**src/sa_array_pkg.sv**
```systemverilog
package sa_array_pkg;

    // default array geometry
    localparam int N_ROWS_DEF = 4;
    localparam int N_COLS_DEF = 4;

    // largest filter size the array supports
    localparam int MAX_FILTER = 3;

    // per-row field widths of a signal ROM word
    localparam int F_SEL_W      = 2;
    localparam int NUM_COLS_W   = 2;
    localparam int SEL_MUX_TR_W = 2;

    // bits one row takes in a ROM word including the adder enable bit
    localparam int ROW_BITS = F_SEL_W + NUM_COLS_W + SEL_MUX_TR_W + 1;

    typedef logic [F_SEL_W-1:0]      f_sel_t;
    typedef logic [NUM_COLS_W-1:0]   num_cols_t;
    typedef logic [SEL_MUX_TR_W-1:0] sel_mux_tr_t;

    localparam int ROM_ADDR_W = 10;

endpackage

```
**src/sa_ctrl_pkg.sv**
```systemverilog
package sa_ctrl_pkg;

    // phases of one weight round
    typedef enum logic [2:0] {
        idle  = 3'd0,
        load  = 3'd1,
        ready = 3'd2,
        start = 3'd3,
        drain = 3'd4
    } phase_t;

    // ready phase length in cycles
    localparam int READY_LEN = 3;

    // drain takes 2*(filter-1) + DRAIN_BASE + 1 cycles
    localparam int DRAIN_BASE = 6;

    localparam int ROUND_W     = 3;
    localparam int FEAT_ADDR_W = 5;
    localparam int PHASE_CNT_W = 4;

endpackage

```
**src/sa_rom_field_reg.sv**
```systemverilog
`timescale 1ns/1ps

module sa_rom_field_reg #(
    parameter type field_t = logic,
    parameter int  N_ROWS  = sa_array_pkg::N_ROWS_DEF,
    parameter int  STAGES  = 1
) (
    input  logic   clk_i,
    input  logic   sel_mux_tr_rst,
    input  logic   clr_i,
    input  logic   ld_i,
    input  field_t d_i [N_ROWS],
    output field_t q_o [N_ROWS]
);

    // rank 0 takes the new word and the last rank drives the outputs
    field_t stage_q [STAGES][N_ROWS];

    always_ff @(posedge clk_i or posedge sel_mux_tr_rst) begin
        if (sel_mux_tr_rst) begin
            stage_q <= '{default: '0};
        end else if (clr_i) begin
            stage_q <= '{default: '0};
        end else if (ld_i) begin
            stage_q[0] <= d_i;
            for (int s = 1; s < STAGES; s++) begin
                stage_q[s] <= stage_q[s-1];
            end
        end
    end

    assign q_o = stage_q[STAGES-1];

endmodule

```
**src/sa_signal_bank.sv**
```systemverilog
`timescale 1ns/1ps

module sa_signal_bank #(
    parameter int N_ROWS = sa_array_pkg::N_ROWS_DEF
) (
    input  logic                                   clk_i,
    input  logic                                   sel_mux_tr_rst,
    input  logic                                   bank_clr_i,
    input  logic                                   bank_ld_i,
    input  logic [N_ROWS*sa_array_pkg::ROW_BITS-1:0] rom_word_i,
    output sa_array_pkg::f_sel_t                   f_sel_o      [N_ROWS],
    output sa_array_pkg::num_cols_t                num_cols_o   [N_ROWS],
    output sa_array_pkg::sel_mux_tr_t              sel_mux_tr_o [N_ROWS],
    output logic                                   en_adder_o   [N_ROWS]
);
    import sa_array_pkg::*;

    //////////////////////////////////////////////////////////////////////
    // rom word layout from the low end is f_sel, num_cols, sel_mux_tr, en
    //////////////////////////////////////////////////////////////////////

    localparam int NC_BASE = N_ROWS * F_SEL_W;
    localparam int SM_BASE = NC_BASE + N_ROWS * NUM_COLS_W;
    localparam int EA_BASE = SM_BASE + N_ROWS * SEL_MUX_TR_W;

    f_sel_t      f_sel_d      [N_ROWS];
    num_cols_t   num_cols_d   [N_ROWS];
    sel_mux_tr_t sel_mux_tr_d [N_ROWS];
    logic        en_adder_d   [N_ROWS];

    for (genvar r = 0; r < N_ROWS; r++) begin : g_slice
        assign f_sel_d[r]      = rom_word_i[r*F_SEL_W +: F_SEL_W];
        assign num_cols_d[r]   = rom_word_i[NC_BASE + r*NUM_COLS_W +: NUM_COLS_W];
        assign sel_mux_tr_d[r] = rom_word_i[SM_BASE + r*SEL_MUX_TR_W +: SEL_MUX_TR_W];
        assign en_adder_d[r]   = rom_word_i[EA_BASE + r];
    end

    sa_rom_field_reg #(.field_t(f_sel_t), .N_ROWS(N_ROWS), .STAGES(1)) u_f_sel_reg (
        .clk_i, .sel_mux_tr_rst, .clr_i(bank_clr_i), .ld_i(bank_ld_i),
        .d_i(f_sel_d), .q_o(f_sel_o)
    );

    sa_rom_field_reg #(.field_t(num_cols_t), .N_ROWS(N_ROWS), .STAGES(1)) u_num_cols_reg (
        .clk_i, .sel_mux_tr_rst, .clr_i(bank_clr_i), .ld_i(bank_ld_i),
        .d_i(num_cols_d), .q_o(num_cols_o)
    );

    // transfer select lags one word behind the others
    sa_rom_field_reg #(.field_t(sel_mux_tr_t), .N_ROWS(N_ROWS), .STAGES(2)) u_sel_mux_reg (
        .clk_i, .sel_mux_tr_rst, .clr_i(bank_clr_i), .ld_i(bank_ld_i),
        .d_i(sel_mux_tr_d), .q_o(sel_mux_tr_o)
    );

    sa_rom_field_reg #(.field_t(logic), .N_ROWS(N_ROWS), .STAGES(1)) u_en_adder_reg (
        .clk_i, .sel_mux_tr_rst, .clr_i(bank_clr_i), .ld_i(bank_ld_i),
        .d_i(en_adder_d), .q_o(en_adder_o)
    );

endmodule

```
**src/sa_phase_fsm.sv**
```systemverilog
`timescale 1ns/1ps

module sa_phase_fsm (
    input  logic clk_i,
    input  logic sel_mux_tr_rst,
    input  logic end_feature_i,
    input  logic load_done_i,
    input  logic ready_done_i,
    input  logic drain_done_i,
    input  logic last_round_i,
    output logic rst_o,
    output logic load_o,
    output logic ready_o,
    output logic start_op_o,
    output logic rd_weight_ld_o,
    output logic rd_weight_rst_o,
    output logic rd_feature_ld_o,
    output logic rd_rom_signals_ld_o,
    output logic load_cnt_clr_o,
    output logic load_cnt_en_o,
    output logic ready_cnt_clr_o,
    output logic ready_cnt_en_o,
    output logic drain_cnt_clr_o,
    output logic drain_cnt_en_o,
    output logic feat_clr_o,
    output logic feat_en_o,
    output logic round_clr_o,
    output logic bank_clr_o,
    output logic bank_ld_o
);
    import sa_ctrl_pkg::*;

    phase_t state_q;
    phase_t state_d;

    always_ff @(posedge clk_i or posedge sel_mux_tr_rst) begin
        if (sel_mux_tr_rst) begin
            state_q <= idle;
        end else begin
            state_q <= state_d;
        end
    end

    always_comb begin
        state_d = state_q;
        case (state_q)
            idle:    if (!last_round_i) state_d = load;
            load:    if (load_done_i) state_d = ready;
            ready:   if (ready_done_i) state_d = start;
            start:   if (end_feature_i) state_d = drain;
            drain:   if (drain_done_i) state_d = last_round_i ? idle : load;
            default: state_d = idle;
        endcase
    end

    //////////////////////////////////////////////////////////////////////
    // moore strobes and counter controls
    //////////////////////////////////////////////////////////////////////

    always_comb begin
        {rst_o, load_o, ready_o, start_op_o} = '0;
        {rd_weight_ld_o, rd_weight_rst_o, rd_feature_ld_o, rd_rom_signals_ld_o} = '0;
        {load_cnt_clr_o, load_cnt_en_o, ready_cnt_clr_o, ready_cnt_en_o} = '0;
        {drain_cnt_clr_o, drain_cnt_en_o, feat_clr_o, feat_en_o} = '0;
        {round_clr_o, bank_clr_o, bank_ld_o} = '0;
        case (state_q)
            load: begin
                load_o              = 1'b1;
                rd_weight_ld_o      = 1'b1;
                rd_rom_signals_ld_o = 1'b1;
                load_cnt_en_o       = 1'b1;
                bank_ld_o           = 1'b1;
                ready_cnt_clr_o     = 1'b1;
                drain_cnt_clr_o     = 1'b1;
                feat_clr_o          = 1'b1;
            end
            ready: begin
                ready_o         = 1'b1;
                rd_feature_ld_o = 1'b1;
                ready_cnt_en_o  = 1'b1;
                load_cnt_clr_o  = 1'b1;
                feat_en_o       = 1'b1;
            end
            start: begin
                start_op_o      = 1'b1;
                rd_feature_ld_o = 1'b1;
                feat_en_o       = 1'b1;
                ready_cnt_clr_o = 1'b1;
                drain_cnt_clr_o = 1'b1;
            end
            drain: begin
                // array still busy while partial sums drain out
                start_op_o     = 1'b1;
                drain_cnt_en_o = 1'b1;
                feat_clr_o     = 1'b1;
            end
            default: begin
                rst_o           = 1'b1;
                rd_weight_rst_o = 1'b1;
                load_cnt_clr_o  = 1'b1;
                ready_cnt_clr_o = 1'b1;
                drain_cnt_clr_o = 1'b1;
                feat_clr_o      = 1'b1;
                round_clr_o     = 1'b1;
                bank_clr_o      = 1'b1;
            end
        endcase
    end

endmodule

```
**src/sa_phase_counters.sv**
```systemverilog
`timescale 1ns/1ps

module sa_phase_counters #(
    parameter int N_COLS = sa_array_pkg::N_COLS_DEF
) (
    input  logic                               clk_i,
    input  logic                               sel_mux_tr_rst,
    input  sa_array_pkg::num_cols_t            filter_size_i,
    input  logic                               load_cnt_clr_i,
    input  logic                               load_cnt_en_i,
    input  logic                               ready_cnt_clr_i,
    input  logic                               ready_cnt_en_i,
    input  logic                               drain_cnt_clr_i,
    input  logic                               drain_cnt_en_i,
    input  logic                               feat_clr_i,
    input  logic                               feat_en_i,
    output logic                               load_done_o,
    output logic                               ready_done_o,
    output logic                               drain_done_o,
    output logic [sa_ctrl_pkg::PHASE_CNT_W-1:0] load_count_o,
    output logic [sa_ctrl_pkg::FEAT_ADDR_W-1:0] feat_addr_o
);
    import sa_ctrl_pkg::*;

    logic [PHASE_CNT_W-1:0] load_cnt_q;
    logic [PHASE_CNT_W-1:0] ready_cnt_q;
    logic [PHASE_CNT_W-1:0] drain_cnt_q;
    logic [PHASE_CNT_W-1:0] drain_last;
    logic [FEAT_ADDR_W-1:0] feat_cnt_q;

    // clear wins over count in every counter
    always_ff @(posedge clk_i or posedge sel_mux_tr_rst) begin
        if (sel_mux_tr_rst) begin
            load_cnt_q  <= '0;
            ready_cnt_q <= '0;
            drain_cnt_q <= '0;
            feat_cnt_q  <= '0;
        end else begin
            if (load_cnt_clr_i) load_cnt_q <= '0;
            else if (load_cnt_en_i) load_cnt_q <= load_cnt_q + 1'b1;
            if (ready_cnt_clr_i) ready_cnt_q <= '0;
            else if (ready_cnt_en_i) ready_cnt_q <= ready_cnt_q + 1'b1;
            if (drain_cnt_clr_i) drain_cnt_q <= '0;
            else if (drain_cnt_en_i) drain_cnt_q <= drain_cnt_q + 1'b1;
            if (feat_clr_i) feat_cnt_q <= '0;
            else if (feat_en_i) feat_cnt_q <= feat_cnt_q + 1'b1;
        end
    end

    // last drain count is 2*(filter-1) + DRAIN_BASE
    assign drain_last = PHASE_CNT_W'({filter_size_i, 1'b0}) + PHASE_CNT_W'(DRAIN_BASE - 2);

    // flags only fire while their phase is counting
    assign load_done_o  = load_cnt_en_i && (load_cnt_q == PHASE_CNT_W'(N_COLS - 1));
    assign ready_done_o = ready_cnt_en_i && (ready_cnt_q == PHASE_CNT_W'(READY_LEN - 1));
    assign drain_done_o = drain_cnt_en_i && (drain_cnt_q == drain_last);

    assign load_count_o = load_cnt_q;
    assign feat_addr_o  = feat_cnt_q;

endmodule

```
**src/sa_weight_round.sv**
```systemverilog
`timescale 1ns/1ps

module sa_weight_round #(
    parameter int N_COLS = sa_array_pkg::N_COLS_DEF
) (
    input  logic                                clk_i,
    input  logic                                sel_mux_tr_rst,
    input  logic                                round_clr_i,
    input  logic                                load_done_i,
    input  logic [sa_ctrl_pkg::PHASE_CNT_W-1:0] load_count_i,
    input  logic [sa_ctrl_pkg::ROUND_W-1:0]     max_round_weight_i,
    output logic                                last_round_o,
    output logic [sa_array_pkg::ROM_ADDR_W-1:0] rom_addr_o
);
    import sa_array_pkg::*;
    import sa_ctrl_pkg::*;

    logic [ROUND_W-1:0] round_q;

    // one round per completed load phase
    always_ff @(posedge clk_i or posedge sel_mux_tr_rst) begin
        if (sel_mux_tr_rst) begin
            round_q <= '0;
        end else if (round_clr_i) begin
            round_q <= '0;
        end else if (load_done_i) begin
            round_q <= round_q + 1'b1;
        end
    end

    assign last_round_o = (round_q == max_round_weight_i);

    // each round owns N_COLS consecutive ROM words
    assign rom_addr_o = ROM_ADDR_W'(round_q) * ROM_ADDR_W'(N_COLS) + ROM_ADDR_W'(load_count_i);

endmodule

```
**src/sa_ctrl_top.sv**
```systemverilog
`timescale 1ns/1ps

module sa_ctrl_top #(
    parameter int N_ROWS = sa_array_pkg::N_ROWS_DEF,
    parameter int N_COLS = sa_array_pkg::N_COLS_DEF
) (
    input  logic                                     clk_i,
    input  logic                                     sel_mux_tr_rst,
    input  logic [N_ROWS*sa_array_pkg::ROW_BITS-1:0] rom_signals_data_i,
    input  sa_array_pkg::num_cols_t                  filter_size_i,
    input  logic                                     end_feature_i,
    input  logic [sa_ctrl_pkg::ROUND_W-1:0]          max_round_weight_i,
    output logic                                     rst_o,
    output logic                                     load_o,
    output logic                                     ready_o,
    output logic                                     start_op_o,
    output logic                                     rd_weight_ld_o,
    output logic                                     rd_weight_rst_o,
    output logic                                     rd_feature_ld_o,
    output logic                                     rd_rom_signals_ld_o,
    output logic [sa_ctrl_pkg::FEAT_ADDR_W-1:0]      in_feature_addr_o,
    output logic [sa_array_pkg::ROM_ADDR_W-1:0]      addrs_rom_signal_o,
    output sa_array_pkg::f_sel_t                     f_sel_o             [N_ROWS],
    output sa_array_pkg::num_cols_t                  number_of_columns_o [N_ROWS],
    output sa_array_pkg::sel_mux_tr_t                sel_mux_tr_o        [N_ROWS],
    output logic                                     en_adder_node_o     [N_ROWS]
);
    import sa_ctrl_pkg::*;

    logic load_cnt_clr, load_cnt_en, ready_cnt_clr, ready_cnt_en;
    logic drain_cnt_clr, drain_cnt_en, feat_clr, feat_en;
    logic round_clr, bank_clr, bank_ld;
    logic load_done, ready_done, drain_done, last_round;
    logic [PHASE_CNT_W-1:0] load_count;

    sa_phase_fsm u_fsm (
        .clk_i, .sel_mux_tr_rst, .end_feature_i,
        .load_done_i(load_done), .ready_done_i(ready_done),
        .drain_done_i(drain_done), .last_round_i(last_round),
        .rst_o, .load_o, .ready_o, .start_op_o,
        .rd_weight_ld_o, .rd_weight_rst_o, .rd_feature_ld_o, .rd_rom_signals_ld_o,
        .load_cnt_clr_o(load_cnt_clr), .load_cnt_en_o(load_cnt_en),
        .ready_cnt_clr_o(ready_cnt_clr), .ready_cnt_en_o(ready_cnt_en),
        .drain_cnt_clr_o(drain_cnt_clr), .drain_cnt_en_o(drain_cnt_en),
        .feat_clr_o(feat_clr), .feat_en_o(feat_en),
        .round_clr_o(round_clr), .bank_clr_o(bank_clr), .bank_ld_o(bank_ld)
    );

    sa_phase_counters #(.N_COLS(N_COLS)) u_counters (
        .clk_i, .sel_mux_tr_rst, .filter_size_i,
        .load_cnt_clr_i(load_cnt_clr), .load_cnt_en_i(load_cnt_en),
        .ready_cnt_clr_i(ready_cnt_clr), .ready_cnt_en_i(ready_cnt_en),
        .drain_cnt_clr_i(drain_cnt_clr), .drain_cnt_en_i(drain_cnt_en),
        .feat_clr_i(feat_clr), .feat_en_i(feat_en),
        .load_done_o(load_done), .ready_done_o(ready_done), .drain_done_o(drain_done),
        .load_count_o(load_count), .feat_addr_o(in_feature_addr_o)
    );

    sa_weight_round #(.N_COLS(N_COLS)) u_round (
        .clk_i, .sel_mux_tr_rst, .round_clr_i(round_clr),
        .load_done_i(load_done), .load_count_i(load_count), .max_round_weight_i,
        .last_round_o(last_round), .rom_addr_o(addrs_rom_signal_o)
    );

    sa_signal_bank #(.N_ROWS(N_ROWS)) u_bank (
        .clk_i, .sel_mux_tr_rst, .bank_clr_i(bank_clr), .bank_ld_i(bank_ld),
        .rom_word_i(rom_signals_data_i),
        .f_sel_o, .num_cols_o(number_of_columns_o),
        .sel_mux_tr_o, .en_adder_o(en_adder_node_o)
    );

endmodule

```
**config.mk**
```make
export PLATFORM = sky130hd
export DESIGN_NAME = sa_ctrl_top
export DESIGN_NICKNAME = d
export VERILOG_FILES = /design/src/sa_array_pkg.sv /design/src/sa_ctrl_pkg.sv /design/src/sa_rom_field_reg.sv /design/src/sa_signal_bank.sv /design/src/sa_phase_fsm.sv /design/src/sa_phase_counters.sv /design/src/sa_weight_round.sv /design/src/sa_ctrl_top.sv
export SDC_FILE = /design/constraint.sdc
export NUM_CORES = 1
export LEC_CHECK = 0
export BUFFER_PORTS_ARGS = -buffer_cell sky130_fd_sc_hd__buf_2
export CAP_MARGIN = 20
export CORE_MARGIN = 1
export CORE_UTILIZATION = 46
export CTS_CLUSTER_DIAMETER = 200
export DETAILED_ROUTE_END_ITERATION = 7
export GPL_TIMING_DRIVEN = 0
export PLACE_DENSITY = 0.73
export SYNTH_ARGS = -nofsm -noshare
export SYNTH_HDL_FRONTEND = slang
export SYNTH_SLANG_ARGS = --single-unit
```
**constraint.sdc**
```tcl
create_clock -name clk_i -period 1.7 [get_ports clk_i]
set_clock_uncertainty 0.15 [all_clocks]
set_input_delay 0.17 -clock clk_i [delete_from_list [all_inputs] [get_ports clk_i]]
set_output_delay 0.17 -clock clk_i [all_outputs]
set_load 0.02 [all_outputs]
```
* Word level (Yosys, flattened, before mapping)
Index checks and enable logic that the tools add are counted.
Word-level totals: bits in registers 59, bits of input ports 36, word-level logic and storage cells 93
Cells by class: $add $sub $neg 7, equality and inequality tests 19, multiplexer cells 31, reduce and logical (&&, ||, !) cells 10
Operator list (number):
- two-way mux 16 bit | 2
- two-way mux 4 bit | 8
- two-way mux 8 bit | 4
- two-way mux 3 bit | 7
- case mux 3 bit (5 select lines) | 1
- adder 4 x 1 -> 4 bit, second input constant | 3
- inequality test 2 x 1 -> 1 bit, second input constant | 6
- two-way mux 5 bit | 2
- inequality test 2 bit, second input constant | 5
- equality test 4 x 2 -> 1 bit, second input constant | 2
- two-way mux 1 bit | 7
- adder 5 x 4 -> 6 bit | 1
- equality test 3 x 2 -> 1 bit, second input constant | 2
- OR reduction 2 bit | 3
- adder 5 x 1 -> 5 bit, second input constant | 1
- AND reduction 5 bit | 1
- adder 3 x 3 -> 4 bit, second input constant | 1
- equality test 4 bit | 1
- OR reduction 4 bit | 1
- adder 3 x 1 -> 3 bit, second input constant | 1
- equality test 3 x 1 -> 1 bit, second input constant | 1
- equality test 3 bit | 1
- equality test 3 bit, second input constant | 1
- logical AND 1 bit | 3
- other kinds (2) | 2

* Depth between registers and ports, before layout
word-level depth 5, depth in mapped cells 8, depth with buffers taken out 6

* Hierarchy
Synthesis repeated with hierarchy kept, for this count alone.
Second synthesis, totals: cells, all modules 284, area, all modules 3096.7 sq um
By module, submodules not included:
- sa_phase_counters | instances 1, cells each 85, area each 904.6 sq um
- sa_rom_field_reg at u_bank.u_sel_mux_reg | instances 1, cells each 61, area each 724.4 sq um
- sa_rom_field_reg at u_bank.u_f_sel_reg ... | instances 2, cells each 27, area each 329.1 sq um
- sa_phase_fsm | instances 1, cells each 41, area each 356.6 sq um
- sa_weight_round | instances 1, cells each 29, area each 289.0 sq um
- sa_rom_field_reg at u_bank.u_en_adder_reg | instances 1, cells each 14, area each 163.9 sq um

* Worst setup path after synthesis
OpenSTA, ideal clock, no wires.
kind register to output, from register u_round.round_q[0], to output port addrs_rom_signal_o[4] (netlist bit), arrival 1.399 ns, data required time 1.380 ns, slack -0.019 ns, stages on the path, launching flop included 5, path buffers 0, path through dfrtp_1 > ha_1 > inv_1 > fa_1 > xnor2_1
On the way: word-level cells in the longest chain between the ends 1
Ends and longest elaborated chain:
- start: declaration | line sa_weight_round.sv:18 | logic [ROUND_W-1:0] round_q;
- start signal: assignment | line sa_weight_round.sv:27 | round_q <= round_q + 1'b1;
- adder 5 x 4 -> 6 bit | line sa_weight_round.sv:34 | assign rom_addr_o = ROM_ADDR_W'(round_q) * ROM_ADDR_W'(N_COLS) + ROM_ADDR_W'(load_count_i);
- end: declaration | line sa_ctrl_top.sv:22 | output logic [sa_array_pkg::ROM_ADDR_W-1:0] addrs_rom_signal_o,
Every way passes these cells.

* Final worst setup path
from register u_counters.load_cnt_q[2], in the netlist u_counters.load_count_o[2], to output port addrs_rom_signal_o[3] (netlist bit)
On the way: word-level cells in the longest chain between the ends 1
Ends and longest elaborated chain:
- start: declaration | line sa_phase_counters.sv:25 | logic [PHASE_CNT_W-1:0] load_cnt_q;
- start signal: assignment | line sa_phase_counters.sv:40 | else if (load_cnt_en_i) load_cnt_q <= load_cnt_q + 1'b1;
- adder 5 x 4 -> 6 bit | line sa_weight_round.sv:34
Every way passes these cells.

==> results.md <==
- The flow ran to the end, but the final reports show violations.
- The checks that failed: negative setup slack.
- The count of cells along the worst hold path is 4.
- The via count of the first global-routing pass is 2610.
- The worst setup slack after placement is -0.1801 ns.
- For this run, the register share of the synthesized area comes to 0.5171.
- For this block, the via count after detailed routing is 2601.
- The routed wire length on met3 is 224 um.
- STA classifies the critical path endpoint as an output pin.
- The most common flop cell mapped by yosys is dfrtp_1.
- The global-route wire length before repair is 11.89 mm.
- The vertical die dimension is just over 80 um.
- Clock tree synthesis found a total of 59 sinks.
- The leading cell type by number of instances after synthesis is nand2_1.
- For this run, the post-layout net count is 499.
- The count of cell instances traversed by the critical path is 5.
- For this run the aggregate overflow at the end of global routing stands at 0.
- Setup repair after global routing could not meet its margin everywhere.
- The clock latency of the later-clocked register in the worst-skew pair is 0.33 ns.
- The count of boundary I/O pins is 87.
- In the final layout, the share of cells above drive strength 1 is 0.3834.
- The kind of cell with the highest combined delay along the critical path is adder cells.
- The via density per instance is about 4.9.
- The peak supply drop is 0.0009908 V.
- The share of synthesized flip-flops with an asynchronous set or reset is 1.000.
- For this run, the number of Yosys warnings is 0.
- The final design utilization is 0.7128.
- The highest-delay cell along the critical path is fa_2.
- The minimum clock period is 1.902 ns.
- The total of buffers placed on input and output ports is just over 80.
- Data on the critical path arrives at its endpoint at 1.58 ns.
- The TritonCTS clock tree is built.
- The type of the tightest min-delay check is primary input to register.
- The clock root buffer is clkbuf_8.
- The number of antenna-violating nets in the routed design is 0.
- The congestion estimate from routability-driven global placement came to just under 0.8.
- The detailed-route DRC error count is 0.
- The mean post-synth cell area is 9.423 um^2.
- The count of antenna diodes in the layout is 0.
- The startpoint identified for the worst register-to-register timing path is u_fsm.state_q[1].
- In this run, synthesis produced a sequential element count of 59.
- In this run the standard cell core region covers 0.005956 mm^2.
- The launching instance or port of the critical path is u_counters.load_count_o[2].
- The worst setup path is launched from a register.
- Entering global routing, the biggest net connects 33 pins.
- The capturing point of the worst reg2reg path is u_counters.load_count_o[1].
- The cell that appears most often on the critical path is inv_2.
- For this block, wires on met1 add up to 3.126 mm.
- The initial cell density of the core is 0.4794.
- In this run, the number of DRC markers left after iteration 0 of detailed routing was 106.
- In the finished design, the share of the clock period the worst path needs comes to 1.119.
- In this run, CTS created clock tree buffers numbering 9.
- The die width is 80.79 um.
- After layout, the worst setup slack is -0.2015 ns.
- In this run, distinct cell masters in the synthesized netlist total 37.
- The area enclosed by the die boundary is 0.006526 mm^2.
- The wire length after detailed routing is approximately 7.4 mm.
- Counting flops with a built-in enable in the synthesized netlist gives 0.
- Of all cell types, the one taking the most synthesized area is dfrtp_1.
- The detailed-routed wire length on met2 is slightly below 4 mm.
- The flop-to-flop setup slack is around 0.04 ns.
- The delay of the slowest critical-path stage is 0.52 ns.
- The headroom to the max-slew limit is 0.5844.
- The endpoint of the worst setup timing path is addrs_rom_signal_o[3].
- Setup violations remaining at the end of the flow were counted as 7.
- The highest achievable clock rate is 525.9 MHz.
- The highest layer touched by signal routing is met4.
- Clock-pin slew was measured on the worst setup and hold paths at ~0.060 ns.
- The critical path in this run is classified as register to output pin.
- The H-tree was split into 3 levels.
- The first detailed-routing pass took 4 iterations.
- The combined area of all synthesized cells is ~0.0029 mm^2.
- The tool flagged a number of max-cap violations equal to 0.
- The critical path contains buffers and inverters numbering 3 combined.
- Along the worst path, the maximum fanout reaches 2.
- The number of antenna violations at the first check in global routing is 0.
- The total count of max-transition violations in the final report came to 0.
- Summed over all cells, the static leakage comes to 2.172 nW.
- At the pin with the least slew margin, the transition time is 0.6221 ns.
- The final hold violation count was 0.
- At the worst endpoint, the required time is 1.38 ns.
- The critical path goes through ha_4 > inv_2 > fa_2 > inv_2 > buf_6.
- The detailed-route wire length per cell is 13.79 um.
- The clock tree buffer depth is 2.
- The HPWL reported at the end of detailed placement is 4.346 mm.
- After floorplanning, the core was divided into 28 placement rows.
- The portion of synthesized cell area occupied by the leading cell type is 0.5171.
- Compared with the post-synthesis result, the final layout area differs by 48.69%.
- The instance count of the mapped netlist is between 300 and 400.
- The overall fraction of global-route tracks in use is 0.2411.
- The worst register-to-register path has a depth of 7.
- Sorting the synthesized cells by how often they occur yields 84 x nand2_1, 59 x dfrtp_1, 43 x o21ai_0.
- The ratio of total power to cell area is about 1800 mW/mm^2.
- Ranked by total cell area, the synthesized netlist is headed by dfrtp_1 52%, nand2_1 11%, o21ai_0 7.5%.
==> cell usage in the layout (no fill, tap or decap), types with 2 or more instances in the layout <==
master / Yosys / final
nand2_1: 84 / 84
buf_2: 5 / 76
dfrtp_1: 59 / 56
o21ai_0: 43 / 37
buf_4: 21 / 37
dlygate4sd3_1: 0 / 30
buf_6: 3 / 20
nor2_1: 11 / 10
xor2_1: 10 / 9
o21ai_1: 3 / 9
clkbuf_8: 0 / 9
nand3_1: 7 / 7
ha_1: 8 / 7
inv_1: 10 / 6
conb_1: 1 / 4
clkinv_4: 0 / 3
a21oi_1: 3 / 3
nor2b_1: 3 / 3
inv_2: 0 / 3
a22o_1: 3 / 3
clkbuf_2: 3 / 3
xnor2_1: 4 / 3
clkinv_2: 2 / 3
dfrtp_2: 0 / 3
nand2b_4: 0 / 2
nor3b_4: 0 / 2
o41ai_1: 2 / 2
clkbuf_1: 0 / 2
buf_12: 0 / 2
==> repair_timing <==
item / 4_1_cts / 5_1_grt
endpoints found under the setup margin: 12 / 30
resized for setup: 38 / 19
cloned: 0 / 0
hold buffers: 30 / 0
endpoints found under the hold margin: 57 / 0
pin swaps: 6 / 1
buffers inserted: 21 / 4
==> flip-flops by register name, summed over array words and instances (netlist names) <==
register,count
u_counters.ready_cnt_q,4
u_fsm.state_q,3
u_bank.u_f_sel_reg.q_o,8
u_bank.u_en_adder_reg.q_o,4
u_bank.u_sel_mux_reg.stage_q,8
u_bank.u_num_cols_reg.q_o,8
u_bank.u_sel_mux_reg.q_o,8
u_counters.feat_addr_o,5
u_counters.drain_cnt_q,4
u_counters.load_count_o,4
u_round.round_q,3
==> worst min-delay path, cell delays in order <==
cell and delay, ns:
buf_2 0.09, xor2_1 0.14, o31a_1 0.17, o32ai_1 0.09
==> how the worst min path moves through the flow <==
stage                                start                                to  slack [ns]
floorplan                   sel_mux_tr_rst      u_bank.u_en_adder_reg.q_o[0]        0.12
global placement    rom_signals_data_i[18]  u_bank.u_sel_mux_reg.stage_q[12]        0.22
detailed placement          sel_mux_tr_rst       u_bank.u_sel_mux_reg.q_o[3]        0.13
CTS                       filter_size_i[0]                  u_fsm.state_q[0]        0.22
global route              filter_size_i[0]                  u_fsm.state_q[0]        0.29
finish                    filter_size_i[0]                  u_fsm.state_q[0]        0.22
==> per-stage QoR <==
| stage | instances | total power (W) | cell area [um^2] | hold slack, ns | setup TNS [ns] |
|---|---|---|---|---|---|
| after floorplan | 306 | 0.004571 | 2878 | 0.1196 | 0 |
| after global placement | 463 | 0.005501 | 3382 | 0.2203 | -0.3920 |
| after detailed placement | 464 | 0.005584 | 3402 | 0.1330 | -0.4122 |
| after CTS | 531 | 0.007588 | 4185 | 0.2198 | -0.8804 |
| after global routing | 534 | 0.008298 | 4245 | 0.2882 | -1.294 |
| final | 534 | 0.007767 | 4245 | 0.2250 | -0.8454 |
==> logic make-up (layout without fill, tap and decap cells) <==
kind of cell,after synthesis,count (layout),synth area share
buf+inv,44,197,0.09772
xor+xnor,14,14,0.04294
other cells,1,4,0.001313
flops,59,59,0.5171
fa+ha+maj,9,9,0.04207
compound gates,61,61,0.1210
mux,1,1,0.003944
simple gates,114,114,0.1740
==> power breakdown <==
group          total, W  switching [W]  internal (W)
Combinational   0.00433        0.00242       0.00191
Sequential      0.00222       0.000310       0.00191
Clock           0.00121       0.000538      0.000673
==> layer usage <==
metal / vias to the layer above / global-route usage
met3: 14 / 0.03933
met1: 1255 / 0.2962
met5: - / 0
met4: 0 / 0.09286
li1: 1269 / -
met2: 63 / 0.4246
==> cell type report <==
class / count / area [um^2]
clock buffer: 11 / 131.4
inverter: 12 / 58.81
sequential: 59 / 1480
tap: 75 / 93.84
fill: 440 / 1710
timing repair buffer: 138 / 991.0
multi-input combinational: 203 / 1174
clock inverter: 5 / 53.80
buffer: 31 / 262.8
Note: power is estimated with default switching activity, not from simulation.
